$ cat config.mk
export PLATFORM = sky130hd
export DESIGN_NAME = ctx_loader
export DESIGN_NICKNAME = d
export VERILOG_FILES = /design/src/rc_ctx_pkg.sv /design/src/ctx_loader.sv
export VERILOG_INCLUDE_DIRS = /design/src /design/src/src
export SDC_FILE = /design/constraint.sdc
export NUM_CORES = 1
export LEC_CHECK = 0
export BUFFER_PORTS_ARGS = -buffer_cell sky130_fd_sc_hd__clkbuf_2
export CORE_MARGIN = 3
export CORE_UTILIZATION = 41
export DETAILED_ROUTE_END_ITERATION = 16
export GPL_ROUTABILITY_DRIVEN = 0
export HOLD_SLACK_MARGIN = 0.03
export PLACE_DENSITY = 0.76
export SLEW_MARGIN = 25
export SYNTH_ARGS = -nofsm -noshare
export SYNTH_HDL_FRONTEND = slang
export SYNTH_SLANG_ARGS = --single-unit
$ cat constraint.sdc
create_clock -name CLK -period 1.6 [get_ports CLK]
set_input_delay 0.08 -clock CLK [delete_from_list [all_inputs] [get_ports CLK]]
set_output_delay 0.08 -clock CLK [all_outputs]
set_load 0.02 [all_outputs]
$ cat src/rc_settings.svh
/*
 * Global sizes for the row connection unit.
 * Included by the packages and by any module that needs a count or a
 * source window. Definitions only.
 */

`ifndef RC_SETTINGS_SVH
`define RC_SETTINGS_SVH

// Data path
`define RC_DWORD_BITS     32
`define RC_PE_NUM         4
`define RC_SRC_PER_PE     12
`define RC_SRC_NUM        48   // RC_PE_NUM * RC_SRC_PER_PE

// Context memory and unit decode
`define RC_CTX_ADDR_BITS  5    // 32 context entries
`define RC_UNIT_BITS      2
`define RC_CTX_BITS       52   // 4 x (6 + 4 + 3)

// Selector windows
`define RC_B16_BASE       12
`define RC_B16_WAYS       16
`define RC_B8_BASE        16
`define RC_B8_WAYS        8
`define RC_LANES          4    // Lanes per selector class

`endif

$ cat src/rc_ctx_pkg.sv
/*
 * Context side types of the row connection unit.
 * Holds the Wishbone address split, the context address and the layout
 * of one 52-bit context word as loaded by the host.
 */

`include "rc_settings.svh"

package rc_ctx_pkg;

	typedef logic [`RC_CTX_ADDR_BITS-1:0] ctx_addr_t;
	typedef logic [`RC_UNIT_BITS-1:0]     unit_t;

	// Unit number in the upper bits, context entry below
	typedef struct packed {
		unit_t     unit;
		ctx_addr_t addr;
	} wb_adr_t;

	// Lane select fields
	typedef logic [$clog2(`RC_SRC_NUM)-1:0]  alu_sel_t;  // 6 bits, 48..63 unused
	typedef logic [$clog2(`RC_B16_WAYS)-1:0] b16_sel_t;
	typedef logic [$clog2(`RC_B8_WAYS)-1:0]  b8_sel_t;

	// One context word, MSB first
	// Lane 0 sits at the top of each group
	typedef struct packed {
		alu_sel_t [0:`RC_LANES-1] alu_sel;  // Bits 51:28
		b16_sel_t [0:`RC_LANES-1] b16_sel;  // Bits 27:12
		b8_sel_t  [0:`RC_LANES-1] b8_sel;   // Bits 11:0
	} ctx_word_t;

endpackage

$ cat src/ctx_loader.sv
/*
 * Wishbone classic write slave for the context memory.
 * Accepts cycles whose unit field matches UNIT_NO, answers with a one
 * cycle ack, and forwards writes to the context RAM. The last written
 * address becomes the end address of the next run.
 */

`timescale 1ns/1ps

module ctx_loader
	import rc_ctx_pkg::*;
#(
	parameter int UNIT_NO = 0
) (
	input  logic      CLK,
	input  logic      RST,
	input  logic      wb_cyc,
	input  logic      wb_stb,
	input  logic      wb_we,
	input  wb_adr_t   wb_adr,
	input  ctx_word_t wb_dat,
	output logic      wb_ack,
	output logic      wr_en,
	output ctx_addr_t wr_addr,
	output ctx_word_t wr_data,
	output ctx_addr_t end_addr
);

	logic unit_hit;
	logic accept;    // New request, not yet answered
	logic wr_accept;

	assign unit_hit  = (wb_adr.unit == unit_t'(UNIT_NO));
	assign accept    = wb_cyc && wb_stb && unit_hit && !wb_ack;
	assign wr_accept = accept && wb_we;

	// Ack and write strobe rise together, one cycle after the request
	always_ff @(posedge CLK or negedge RST) begin
		if (!RST) begin
			wb_ack   <= 1'b0;
			wr_en    <= 1'b0;
			end_addr <= '0;
		end else begin
			wb_ack <= accept;
			wr_en  <= wr_accept;
			if (wr_accept)
				end_addr <= wb_adr.addr;  // Last write marks end of run
		end
	end

	// Write payload, qualified by wr_en
	always_ff @(posedge CLK) begin
		if (wr_accept) begin
			wr_addr <= wb_adr.addr;
			wr_data <= wb_dat;
		end
	end

endmodule

==> run metrics <==
endpoints failing setup 0; RSZ-0062 raised after global routing no; first-pass GRT wire length 8720 um; area grow syn2layout 76.0%; # hold bufs at CTS just under 60; commonest non-fill, non-tap cell in the layout clkbuf_2; Internal Power 2.80 mW; worst hold slack 0.131 ns; Required @ worst endpoint 1.81 ns; Max Slew Vio Count 0; total gr overflow 0; initial antenna violation count 0; Crit Path Max Fanout 31; TritonCTS clock tree built; vias per inst 4.55; Mapped Area 2000 um2; final worst-path cycle share 84.1%; Synthesis Warnings 0; n_diodes 0; pwr dens 1020 nW/um2; drc violations 0; post-route minimum period between 1 and 1.5 ns; 1st-iter DRT viols 134; Total GRT Usage between 20% and 30%; Synth Instances 73; Net Sw Frac between 20% and 30%; clock-pin slew of the registers on the worst-case setup and hold paths approximately 0.06 ns; actual slew at the worst max-slew pin 0.268 ns; flops & latches, synth between 60 and 70; Clock power frac a little over a third; DRT Wirelength 6420 um; Reg-to-Reg Start wb_ack$_DFF_PN0_; IR drop worst, VDD 783 uV; CP Launch Point wb_ack$_DFF_PN0_; Layout Skew 0.00816 ns; Detail Route Antenna Nets 0; net switching power 769 uW; initial core utilization 44.1%; wire length per cell 18.8 um; Chip Height 75.8 um; final setup TNS 0 ns; Design Power 3.57 mW; later-pin clock latency in the skew report between 0.3 and 0.4 ns; leading cell types in the layout, fill and taps excluded 127 x clkbuf_2, 59 x dlygate4sd3_1, 57 x edfxtp_1; crit path capture type flip-flop; Worst Hold Class in -> async; CP Launch Type flip-flop; P_leak roughly 1.5 nW; count of final hold-check violations 0; total CTS buffers 9; critical setup path kind reg -> reg; syn avg cell area 27.4 um2; Detailed Routing Iterations Pass 1 4; DR vias ~1600; largest net degree at the start of global routing 33; CTS H-tree lvls 3; vias in the first global route 1616; Syn Nets about 140; Core Footprint 4530 um2; # resized after CTS 0; root buf cell clkbuf_8; share of layout cells above drive strength 1 53.6%; sequential share of power 53.0%; Rows 24; sequential area share after synthesis 94.4%; Die W 75.8 um; nets@finish 335; Logic pwr share 10.5%; post-CTS setup buffers 0; slew margin rel. about four fifths; top achievable clock speed roughly 740 MHz; outcome complete, no violations; I/O Buffers 127; clock buffer depth 2; CP Data Arrival Time 1.55 ns; max-cap violations 0; die footprint 5750 um2; Clock Sinks 64; I/O pin total 128; Yosys cell types 7
layout make-up:
type	instances	area, um2
clock buffer	12	135
clock inverter	4	45.0
fill	243	1020
multi-input combinational	8	101
sequential	64	1890
tap	65	81.3
timing repair buffer	188	1270
logic make-up after synthesis:
| family | Yosys count | synth area share [%] |
|---|---|---|
| mux | 5 | 3.76 |
| simple gates | 3 | 1.25 |
| flops | 64 | 94.4 |
| buf+inv | 1 | 0.564 |
power by group through the flow:
stage                     sequential [mW]  clock [mW]  combinational, mW
after global placement               1.93           0              0.243
after floorplan                      1.98           0             0.0531
after detailed placement             1.92           0              0.250
after global routing                 1.90        1.42              0.399
final                                1.89        1.30              0.377
after CTS                            1.89        1.30              0.364
worst max-delay path: stages (launching register included):
cell and delay, ns:
dfrtp_1 0.40, and3b_2 0.30, buf_12 0.21, mux2_4 0.31
cell usage after synthesis (all sizes together):
cell type	number	area share (%)
nor4bb	1	0.50
dfrtp	7	8.8
mux2	5	3.8
nor2b	1	0.31
and3b	1	0.44
buf	1	0.56
edfxtp	57	86
state kept, by name, indices dropped and copies added, names as in the netlist:
name,flops
wr_addr,5
wb_ack,1
end_addr,5
wr_en,1
wr_data,52
layer usage:
metal  part of all wire [%]  up-vias  wire, um  global-route usage [%]
li1                       -      682         -                       -
met1                     36      741      2290                    23.9
met2                     53      110      3370                    39.1
met3                    9.4       20       606                    8.44
met4                    2.4        0       151                    12.0
met5                      0        -         0                       0
stage by stage:
stage          worst slack (ns)  utilization (%)  std cells  cell area, um2
4_1_cts                   0.245             77.3        340            3510
6_report                  0.254             77.5        341            3520
2_1_floorplan            0.0726                -         73            2000
5_1_grt                   0.204             77.5        341            3520
3_3_place_gp              0.201             60.5        266            2750
3_5_place_dp              0.175             60.5        266            2750
final timing paths:
kind / end / slack (ns) / depth (start not counted)
max in group asynchronous: end_addr[3]$_DFFE_PN0P_ / 1.30 / 2
hold / removal: end_addr[1]$_DFFE_PN0P_ / 0.13 / 2
setup / recovery: end_addr[3]$_DFFE_PN0P_ / 0.25 / 3
hold reg to reg: wb_ack$_DFF_PN0_ / 0.46 / 1
min in group CLK: wr_en$_DFF_PN0_ / 0.30 / 3
setup reg to reg: end_addr[3]$_DFFE_PN0P_ / 0.25 / 3
Power figures use the tool's default switching activity.
