<file path="src/rc_settings.svh">
/*
 * Global sizes for the row connection unit.
 * Included by the packages and by any module that needs a count or a
 * source window. Definitions only.
 */

`ifndef RC_SETTINGS_SVH
`define RC_SETTINGS_SVH

// Data path
`define RC_DWORD_BITS     32
`define RC_PE_NUM         4
`define RC_SRC_PER_PE     12
`define RC_SRC_NUM        48   // RC_PE_NUM * RC_SRC_PER_PE

// Context memory and unit decode
`define RC_CTX_ADDR_BITS  5    // 32 context entries
`define RC_UNIT_BITS      2
`define RC_CTX_BITS       52   // 4 x (6 + 4 + 3)

// Selector windows
`define RC_B16_BASE       12
`define RC_B16_WAYS       16
`define RC_B8_BASE        16
`define RC_B8_WAYS        8
`define RC_LANES          4    // Lanes per selector class

`endif

</file>
<file path="src/rc_ctx_pkg.sv">
/*
 * Context side types of the row connection unit.
 * Holds the Wishbone address split, the context address and the layout
 * of one 52-bit context word as loaded by the host.
 */

`include "rc_settings.svh"

package rc_ctx_pkg;

	typedef logic [`RC_CTX_ADDR_BITS-1:0] ctx_addr_t;
	typedef logic [`RC_UNIT_BITS-1:0]     unit_t;

	// Unit number in the upper bits, context entry below
	typedef struct packed {
		unit_t     unit;
		ctx_addr_t addr;
	} wb_adr_t;

	// Lane select fields
	typedef logic [$clog2(`RC_SRC_NUM)-1:0]  alu_sel_t;  // 6 bits, 48..63 unused
	typedef logic [$clog2(`RC_B16_WAYS)-1:0] b16_sel_t;
	typedef logic [$clog2(`RC_B8_WAYS)-1:0]  b8_sel_t;

	// One context word, MSB first
	// Lane 0 sits at the top of each group
	typedef struct packed {
		alu_sel_t [0:`RC_LANES-1] alu_sel;  // Bits 51:28
		b16_sel_t [0:`RC_LANES-1] b16_sel;  // Bits 27:12
		b8_sel_t  [0:`RC_LANES-1] b8_sel;   // Bits 11:0
	} ctx_word_t;

endpackage

</file>
<file path="src/ctx_sequencer.sv">
/*
 * Run control for the context memory read side.
 * A start pulse in idle begins a run at address 0; step advances the
 * address and a step on the end address closes the run. data_valid
 * follows rd_en by one cycle to line up with the RAM read data.
 */

`timescale 1ns/1ps

module ctx_sequencer
	import rc_ctx_pkg::*;
(
	input  logic      CLK,
	input  logic      RST,
	input  logic      start,
	input  logic      step,
	input  ctx_addr_t end_addr,
	output logic      busy,
	output logic      rd_en,
	output ctx_addr_t rd_addr,
	output logic      data_valid
);

	typedef enum logic {
		ST_IDLE,
		ST_RUN
	} state_t;

	state_t state;
	logic   last_step;

	assign busy  = (state == ST_RUN);
	assign rd_en = busy;  // Read every cycle of a run

	// Final address consumed this cycle
	assign last_step = busy && step && (rd_addr == end_addr);

	always_ff @(posedge CLK or negedge RST) begin
		if (!RST) begin
			state   <= ST_IDLE;
			rd_addr <= '0;
		end else begin
			case (state)
				ST_IDLE: begin
					rd_addr <= '0;
					if (start)
						state <= ST_RUN;
				end
				ST_RUN: begin
					if (step)
						rd_addr <= rd_addr + 1'b1;
					if (last_step) begin
						state   <= ST_IDLE;
						rd_addr <= '0;
					end
				end
				default: begin
					state   <= ST_IDLE;
					rd_addr <= '0;
				end
			endcase
		end
	end

	// Read data is valid the cycle after the read
	always_ff @(posedge CLK or negedge RST) begin
		if (!RST)
			data_valid <= 1'b0;
		else
			data_valid <= rd_en;
	end

endmodule

</file>
<file path="config.mk">
export PLATFORM = sky130hd
export DESIGN_NAME = ctx_sequencer
export DESIGN_NICKNAME = d
export VERILOG_FILES = /design/src/rc_ctx_pkg.sv /design/src/ctx_sequencer.sv
export VERILOG_INCLUDE_DIRS = /design/src /design/src/src
export SDC_FILE = /design/constraint.sdc
export NUM_CORES = 1
export LEC_CHECK = 0
export BUFFER_PORTS_ARGS = -buffer_cell sky130_fd_sc_hd__buf_2
export CORE_AREA = 4 4 41 43
export DETAILED_ROUTE_END_ITERATION = 6
export DIE_AREA = 0 0 45 47
export PLACE_DENSITY_LB_ADDON = 0.1
export SYNTH_ARGS = -nofsm -noshare
export SYNTH_HDL_FRONTEND = slang
export SYNTH_SLANG_ARGS = --single-unit
</file>
<file path="constraint.sdc">
create_clock -name CLK -period 1.61 [get_ports CLK]
set_input_delay 0.2415 -clock CLK [delete_from_list [all_inputs] [get_ports CLK]]
set_output_delay 0.2415 -clock CLK [all_outputs]
set_load 0.1 [all_outputs]
</file>
==> metrics.json, run 1 <==
{
  "final_core_utilization_pct": 43.37,
  "mostFrequentLayoutCell": "sky130_fd_sc_hd__buf_2",
  "drv_slew": 0,
  "ys_types": 23,
  "timing.critical_path.fanout_max": 12,
  "achievable-frequency_ghz": 0.7098,
  "timing.final.hold_violations": 0,
  "die_width_um": 45,
  "hold_path_class": "input port to flip-flop",
  "post_cts_hold_buffer_count": 1,
  "detail_route_antenna_nets": 0,
  "yosys.area_share.adder_pct": 2.890,
  "final.min_clock_period_ns": 1.409,
  "final_cell_mix": "sky130_fd_sc_hd__buf_2 (16), sky130_fd_sc_hd__dfrtp_2 (6), sky130_fd_sc_hd__nand2_1 (5)",
  "dp_hpwl_um": 737,
  "grt_pass1_vias": 377,
  "grt_pass1_wl_um": 1635,
  "detail_route.vias_per_cell": 5.090,
  "regToRegSetupSlack_ns": 0.23,
  "clk_path_buf_depth": 2,
  "main_combinational_cell_family_by_area_after_synthesis": "compound AO/OA/AOI/OAI gates",
  "start_util_pct": 33.27,
  "synthCells": 44,
  "yosys.area_share.xor_xnor_pct": 10.12,
  "detailroute.via_count": 397,
  "timing.rr.end": "busy",
  "syn_nets": 54,
  "io_buffer_count": 16,
  "routed_wirelength_um": 977,
  "crit_type": "flip-flop to primary output",
  "slew-limit-headroom_pct": 67.49,
  "grt_setup_unrepaired": "no",
  "final.setup.worst_slack_ns": 0.2012,
  "drive_above_1_share_pct": 42.86,
  "critPathMaxStageDelay_ns": 0.46,
  "outcome": "completed",
  "clk_root_buffer_cell": "sky130_fd_sc_hd__clkbuf_4",
  "num_antenna_cells": 0,
  "drc": 0,
  "worst_path_max_delay_cell": "sky130_fd_sc_hd__dfrtp_2",
  "synth_area_per_cell_um2": 9.839,
  "path_buf_inv": 1,
  "critPathLaunchType": "flip-flop",
  "wl_per_cell_um": 12.53,
  "boundaryPins": 17,
  "synthMuxAreaShare_pct": 0,
  "grt_remaining_overflow": 0,
  "share_of_synthesized_cell_area_in_and_or_nand_and_nor_gates_pct": 20.23,
  "r2r_start": "rd_addr[2]",
  "synth-compound-area-share_pct": 22.83,
  "yosys_warnings": 0,
  "grt_start_max_net_pins": 13,
  "core_um2": 1301,
  "postSynthRegisterBits": 7,
  "transition_time_at_the_pin_with_the_least_slew_margin_ns": 0.4860,
  "critical_path.endpoint_type": "primary output",
  "cts_setup_buffers": 0,
  "max_capacitance_violation_total": 0,
  "totalNegativeSetupSlack_ns": 0,
  "globalRouteTotalUtil_pct": 10.91,
  "clock_tree.htree_level_count": 1,
  "cell_depth_of_the_worst_hold_path": 2,
  "gp_congestion": 0.6616,
  "chipHeight_um": 47,
  "cell_family_with_most_cp_delay": "flip-flops",
  "worstHoldEndpoint": "busy",
  "hold_path.startpoint": "start",
  "cts_resized": 0,
  "worst-endpoint-required_ns": 1.37,
  "timing.critical_path.cells": "buf_2",
  "finalCritPeriodShare_pct": 87.50,
  "die-area_um2": 2115,
  "preCtsSetupSlack_ns": 0.2299,
  "layout-area-overhead-vs-synth_pct": 30.35,
  "floorplan.rows": 13,
  "firstDrtPassIters": 4,
  "cts_inserted_buffers": 3,
  "setup_viol_count_final": 0,
  "initial_antenna_violation_count": 0,
  "netlist_area_um2": 432.9,
  "cp_data_arrival_time_ns": 1.17,
  "design.final.nets": 74,
  "dr.first_iter.drc_count": 11,
  "cts_tree": "done",
  "yosysSeqAreaShare_pct": 40.46,
  "crit_cells": 1,
  "clk_latency_ns": 0.25,
  "clk_pin_slew_worst_paths_ns": 0.05,
  "numClockSinks": 7,
  "worst_clock_skew_ns": 0.004458,
  "depth_of_the_worst_register_to_register_path": 3
}
## how the worst max path moves through the flow
stage	startpoint	end	slack [ns]
floorplan	rd_addr[0]	busy	0.04
global placement	rd_addr[2]	busy	0.22
detailed placement	rd_addr[2]	rd_addr[3]	0.23
CTS	busy	busy	0.19
global route	rd_addr[2]	rd_addr[3]	0.1
finish	busy	rd_en	0.20
## flip-flops by register name, indices dropped and copies added (netlist names)
name	cells
rd_addr	5
busy	1
data_valid	1
## per-stage QoR
stage,hold slack [ns],std cells,instance area [um^2]
after detailed placement,0.09110,73,528.0
after global placement,0.09039,73,528.0
final,0.2392,78,564.3
after CTS,0.2266,78,564.3
after floorplan,-0.05409,44,440.4
after global routing,0.2445,78,564.3
## Yosys cell counts, drive strengths merged
library cell,number,area (um^2)
o311ai,1,16.27
ha,1,12.51
nand2b,2,12.51
dfrtp,7,175.2
nand3,1,5.000
o211ai,4,30.03
inv,1,3.750
buf,1,7.510
o21ai,4,20.02
nor2b,2,12.51
and4,1,8.760
clkbuf,1,3.750
nor2,1,3.750
a21boi,3,22.52
o32a,1,10.01
xnor2,4,35.03
xor2,1,8.760
nand2,5,18.77
nor3b,1,7.510
nand4,2,18.77
## cells by family after synthesis
group | count (synthesis)
buffers and inverters | 3
AND/OR/NAND/NOR | 15
XOR/XNOR | 5
AO/OA/AOI/OAI | 13
adder cells (fa/ha/maj) | 1
flip-flops | 7
## cell type report
cell class                      instances  area, um^2
Clock buffer                            4       26.28
Fill cell                             153       737.0
Inverter                                1       3.754
Multi-Input combinational cell         34       242.7
Sequential cell                         7       182.7
Tap cell                               15       18.77
Timing Repair Buffer                   17       90.09
## per-layer routing
metal	global-route usage, %	part of all wire, %	vias to the layer above
met2	15.25	49	10
met5	0	0	-
met4	7.018	0	0
met1	14.42	44	191
li1	-	-	196
met3	3.448	5.9	0
Power of run 1 is left out: the tool's default activity adds up to more than one toggle a clock period on the data nets, which glitch-free logic cannot reach.
==> inputs of run 2 (changes only) <==
==> constraint.sdc (replaced) <==
create_clock -name CLK -period 1.1 [get_ports CLK]
set_input_delay 0.165 -clock CLK [delete_from_list [all_inputs] [get_ports CLK]]
set_output_delay 0.165 -clock CLK [all_outputs]
set_load 0.1 [all_outputs]
==> run 2 against run 1 <==
Compared with the run above:
- the run now ends with negative setup slack left
- first-iteration DRC count shrank 18%
- clock skew decreased by 0.0040 ns
- utilization increased by 26 points
- via count increased by 17%
- final cell count grew 17%
- design area is 60% higher
- global-route usage rose by 2.4 points
- setup slack worse by 0.45 ns
- sequential cell count is the same
- clock-buffer cell count did not move
- non-clock buffer count rose by 13
- register-to-register slack lost 0.47 ns
==> metrics.json, run 2 (synthesis results as in run 1) <==
{
  "worst_clock_skew_ns": 0.0004376,
  "wl_per_cell_um": 13.51,
  "final.hold.worst_slack_ns": 0.1568,
  "timing.critical_path.cells": "buf_4 > buf_6 > buf_12",
  "grt_start_max_net_pins": 11,
  "dpl_cell_area_um2": 764.5,
  "timing.critical_path.fanout_max": 4,
  "critPathMaxStageDelay_ns": 0.51,
  "die_width_um": 45,
  "chipHeight_um": 47,
  "max_flop_register": "rd_addr",
  "start_util_pct": 33.27,
  "max_capacitance_violation_total": 0,
  "preCtsSetupSlack_ns": -0.2966,
  "peakVddDrop_v": 0.002044,
  "timing.final.hold_violations": 0,
  "globalRouteTotalUtil_pct": 13.29,
  "grt_busiest_layer": "met2",
  "drc": 0,
  "path_buf_inv": 3,
  "design.final.nets": 87,
  "die-area_um2": 2115,
  "final_cell_mix": "sky130_fd_sc_hd__buf_2 (8), sky130_fd_sc_hd__buf_12 (8), sky130_fd_sc_hd__buf_4 (8)",
  "crit_type": "flip-flop to primary output",
  "clock_tree.htree_level_count": 1,
  "dp_hpwl_um": 880.9,
  "cts_tree": "done",
  "finalCritPeriodShare_pct": 122.5,
  "boundaryPins": 17,
  "detail_route.vias_per_cell": 5.088,
  "achievable-frequency_ghz": 0.7421,
  "largest_reg_flops": 5,
  "critPathLaunchType": "flip-flop",
  "layout-area-overhead-vs-synth_pct": 108.7,
  "final_core_utilization_pct": 69.42,
  "fillers": 102,
  "slew-limit-headroom_pct": 86.08,
  "setup_viol_count_final": 13,
  "powerDensity_nw_per_um2": 3152,
  "clk_root_buffer_cell": "sky130_fd_sc_hd__clkbuf_4",
  "clk_path_buf_depth": 2,
  "grt_use_met1_pct": 15.55,
  "final.setup.worst_slack_ns": -0.2475,
  "detail_route_antenna_nets": 0,
  "sequential_cell_area_um2": 197.7,
  "floorplan.rows": 13,
  "drive_above_1_share_pct": 59.21,
  "grt_setup_unrepaired": "yes",
  "met2_usage_pct": 21.75,
  "gp_congestion": 0.7029,
  "hold_path_class": "input port to flip-flop",
  "grt_remaining_overflow": 0,
  "detailroute.via_count": 463,
  "dr.first_iter.drc_count": 9,
  "static-leakage-power_nw": 0.3899,
  "worst_path_max_delay_cell": "sky130_fd_sc_hd__dfrtp_4",
  "num_antenna_cells": 0,
  "final.min_clock_period_ns": 1.348,
  "clk_latency_ns": 0.25,
  "outcome": "finished, violations left",
  "grt_pass1_vias": 474,
  "cts_inserted_buffers": 3,
  "final_cell_area_um2": 903.4,
  "critical_path.endpoint_type": "primary output",
  "clk_pin_slew_worst_paths_ns": 0.05,
  "numClockSinks": 7,
  "globalRouteMet3Util_pct": 7.280,
  "multi_input_comb_area_um2": 330.3,
  "grt_pass1_wl_um": 1987,
  "firstDrtPassIters": 5,
  "core_um2": 1301,
  "cell_family_with_most_cp_delay": "flip-flops",
  "initial_antenna_violation_count": 0,
  "worst-endpoint-required_ns": 0.94,
  "transition_time_at_the_pin_with_the_least_slew_margin_ns": 0.2084,
  "drv_slew": 0,
  "routed_wirelength_um": 1229,
  "totalNegativeSetupSlack_ns": -2.065,
  "cp_data_arrival_time_ns": 1.18,
  "violations": "negative setup slack",
  "io_buffer_count": 16
}
-- run 2: path summary, 6_finish.rpt --
kind / from / slack, ns / endpoint / cells after the start
hold reg to reg: busy / 0.57 / data_valid / 1
max in group asynchronous: RST / 0.64 / busy / 2
min in group asynchronous: RST / 0.28 / rd_addr[3] / 2
setup reg to reg: rd_addr[2] / -0.24 / busy / 3
setup / recovery: rd_addr[0] / -0.25 / rd_addr[0] / 3
hold / removal: start / 0.16 / busy / 2
-- run 2: cell type report --
cell class                 count  share of cell area (%)
multi-input combinational     34                   36.57
sequential                     7                   21.88
clock buffer                   4                   2.909
timing repair buffer          30                   36.15
tap                           15                   2.078
inverter                       1                  0.4155
-- run 2: worst register-to-register path: cells and delay by family (launching register included) --
kind / cells / cell delay [ns]
AO/OA/AOI/OAI: 1 / 0.38
flip-flops: 1 / 0.50
XOR/XNOR: 1 / 0.17
AND/OR/NAND/NOR: 1 / 0.18
-- run 2: timing repair --
item	CTS	global route
gates resized for setup	8	2
setup endpoints to repair	13	13
setup buffers	3	1
hold buffers	1	0
endpoints found under the hold margin	7	0
pin swaps	5	5
-- run 2: per-layer routing --
metal	up-vias	part of all wire (%)
met2	14	54
met3	0	5.8
li1	223	-
met5	-	0
met4	0	0
met1	226	40
-- run 2: where the power goes --
| part | leakage, nW | internal [W] | switching (W) |
|---|---|---|---|
| combinational | 0.304 | 0.000918 | 0.00114 |
| sequential | 0.0714 | 0.000403 | 0.000148 |
| clock | 0.0150 | 0.000139 | 0.0000962 |
-- run 2: through the flow --
stage,power (W),instances
floorplan,0.001613,44
global placement,0.002337,82
detailed placement,0.002351,82
CTS,0.002819,90
global route,0.002978,91
finish,0.002847,91
Power figures use the tool's default switching activity.
==> inputs of run 3 (changes only) <==
==> constraint.sdc (replaced) <==
create_clock -name CLK -period 1.65 [get_ports CLK]
set_input_delay 0.2475 -clock CLK [delete_from_list [all_inputs] [get_ports CLK]]
set_output_delay 0.2475 -clock CLK [all_outputs]
set_load 0.1 [all_outputs]
==> run 3 against run 2 <==
Compared with the run above:
- final cell count fell by 14%
- sequential share of layout area up 10 points
- wire length decreased by 19%
- the run now ends clean
- utilization down 26 points
- setup slack better by 0.48 ns
- largest cell class unchanged
- design area down 38%
- highest routed layer unchanged
- worst hold slack better by 0.096 ns
- non-clock buffer count decreased by 13
==> metrics.json, run 3 (synthesis results as in run 1) <==
{
  "dp_hpwl_um": 747,
  "totalNegativeSetupSlack_ns": 0,
  "io_buffer_count": 16,
  "crit_path_start": "busy",
  "drc": 0,
  "final_cell_mix": "sky130_fd_sc_hd__buf_2 (16), sky130_fd_sc_hd__dfrtp_2 (6), sky130_fd_sc_hd__nand2_1 (5)",
  "detail_route.vias_per_cell": 4.949,
  "grt_setup_unrepaired": "no",
  "num_antenna_cells": 0,
  "outcome": "completed",
  "largest_reg_flops": 5,
  "dr.first_iter.drc_count": 7,
  "setup_viol_count_final": 0,
  "finalCritPeriodShare_pct": 86.21,
  "crit_cells": 1,
  "r2r_start": "rd_addr[2]",
  "chipHeight_um": 47,
  "path_buf_inv": 1,
  "timing.critical_path.cells": "buf_2",
  "clk_path_buf_depth": 2,
  "drv_slew": 0,
  "cp_data_arrival_time_ns": 1.17,
  "wl_per_cell_um": 12.71,
  "mostFrequentLayoutCell": "sky130_fd_sc_hd__buf_2",
  "cts_tree": "done",
  "critPathLaunchType": "flip-flop",
  "regToRegSetupSlack_ns": 0.26,
  "clk_latency_ns": 0.25,
  "crit_type": "flip-flop to primary output",
  "detailroute.via_count": 386,
  "cell_family_with_most_cp_delay": "flip-flops",
  "routed_wirelength_um": 991,
  "globalRouteTotalUtil_pct": 11.15,
  "final.min_clock_period_ns": 1.422,
  "hold_path_class": "input port to flip-flop",
  "detail_route_antenna_nets": 0,
  "timing.final.hold_violations": 0,
  "critical_path.endpoint": "rd_en",
  "max_flop_register": "rd_addr",
  "timing.critical_path.fanout_max": 12,
  "die-area_um2": 2115,
  "boundaryPins": 17,
  "worst-endpoint-required_ns": 1.40,
  "clock_tree.htree_level_count": 1,
  "die_width_um": 45,
  "achievable-frequency_ghz": 0.7030,
  "numClockSinks": 7,
  "clk_root_buffer_cell": "sky130_fd_sc_hd__clkbuf_4",
  "initial_antenna_violation_count": 0,
  "firstDrtPassIters": 4,
  "max_capacitance_violation_total": 0,
  "gp_congestion": 0.6621,
  "critical_path.endpoint_type": "primary output",
  "start_util_pct": 33.27,
  "grt_pass1_wl_um": 1649,
  "core_um2": 1301,
  "design.final.nets": 74,
  "worst_path_max_delay_cell": "sky130_fd_sc_hd__dfrtp_2",
  "depth_of_the_worst_register_to_register_path": 3,
  "grt_pass1_vias": 371,
  "floorplan.rows": 13,
  "transition_time_at_the_pin_with_the_least_slew_margin_ns": 0.4853,
  "worst_clock_skew_ns": 0.003905,
  "grt_start_max_net_pins": 13,
  "critPathMaxStageDelay_ns": 0.46,
  "slew-limit-headroom_pct": 67.53,
  "grt_remaining_overflow": 0,
  "clk_pin_slew_worst_paths_ns": 0.05,
  "layout-area-overhead-vs-synth_pct": 30.35,
  "cts_inserted_buffers": 3,
  "timing.rr.end": "busy",
  "drive_above_1_share_pct": 42.86
}
[run 3: cell types whose count changed in the layout (fill, tap and decap cells not counted), moves of 4 or more]
cell / change
sky130_fd_sc_hd__buf_12: -8
sky130_fd_sc_hd__buf_2: +8
sky130_fd_sc_hd__buf_4: -8
sky130_fd_sc_hd__buf_6: -5
sky130_fd_sc_hd__dfrtp_2: +6
sky130_fd_sc_hd__dfrtp_4: -6
sky130_fd_sc_hd__xnor2_1: +4
sky130_fd_sc_hd__xnor2_4: -4
[run 3: worst register-to-register path: stages, from the launching register on]
cell                      delay, ns
sky130_fd_sc_hd__dfrtp_2       0.44
sky130_fd_sc_hd__xnor2_1       0.20
sky130_fd_sc_hd__nand4_2       0.23
sky130_fd_sc_hd__o32a_1        0.40
[run 3: layout make-up]
class	count	area, um^2
multi-input cells	34	242.7
fillers	151	737.0
clock buffers	4	26.28
inverters	1	3.754
well taps	15	18.77
flip-flops and latches	7	182.7
repair buffers	17	90.09
[run 3: per-stage QoR]
step                      hold slack [ns]  cell area [um^2]  utilization, %  setup WS (ns)  std cells
after floorplan                  -0.04809             440.4               -        0.07630         44
after global placement            0.09639             528.0           40.58         0.2563         73
after detailed placement          0.09739             528.0           40.58         0.2704         73
after CTS                          0.2344             564.3           43.37         0.2181         78
after global routing               0.2492             564.3           43.37         0.1357         78
final                              0.2524             564.3           43.37         0.2276         78
[run 3: how the worst min path moves through the flow]
stage                      end  cells past startpoint   from
CTS                       busy                      2  start
detailed placement  rd_addr[1]                      1    RST
finish                    busy                      2  start
global placement    rd_addr[2]                      1    RST
global route              busy                      2  start
floorplan                 busy                      0    RST
[run 3: what timing repair did]
item / 4_1_cts / 5_1_grt
endpoints found under the hold margin: 7 / 0
setup buffers: 0 / 0
hold buffers: 1 / 0
gates resized for setup: 0 / 0
[run 3: layer usage]
metal  vias up  track usage, %  wire [um]
met2         8           14.97        454
met1       181           15.35        485
met4         0           7.018          0
li1        197               -          -
met5         -               0          0
met3         0           3.448         51
Power of run 3 is left out for the same reason.
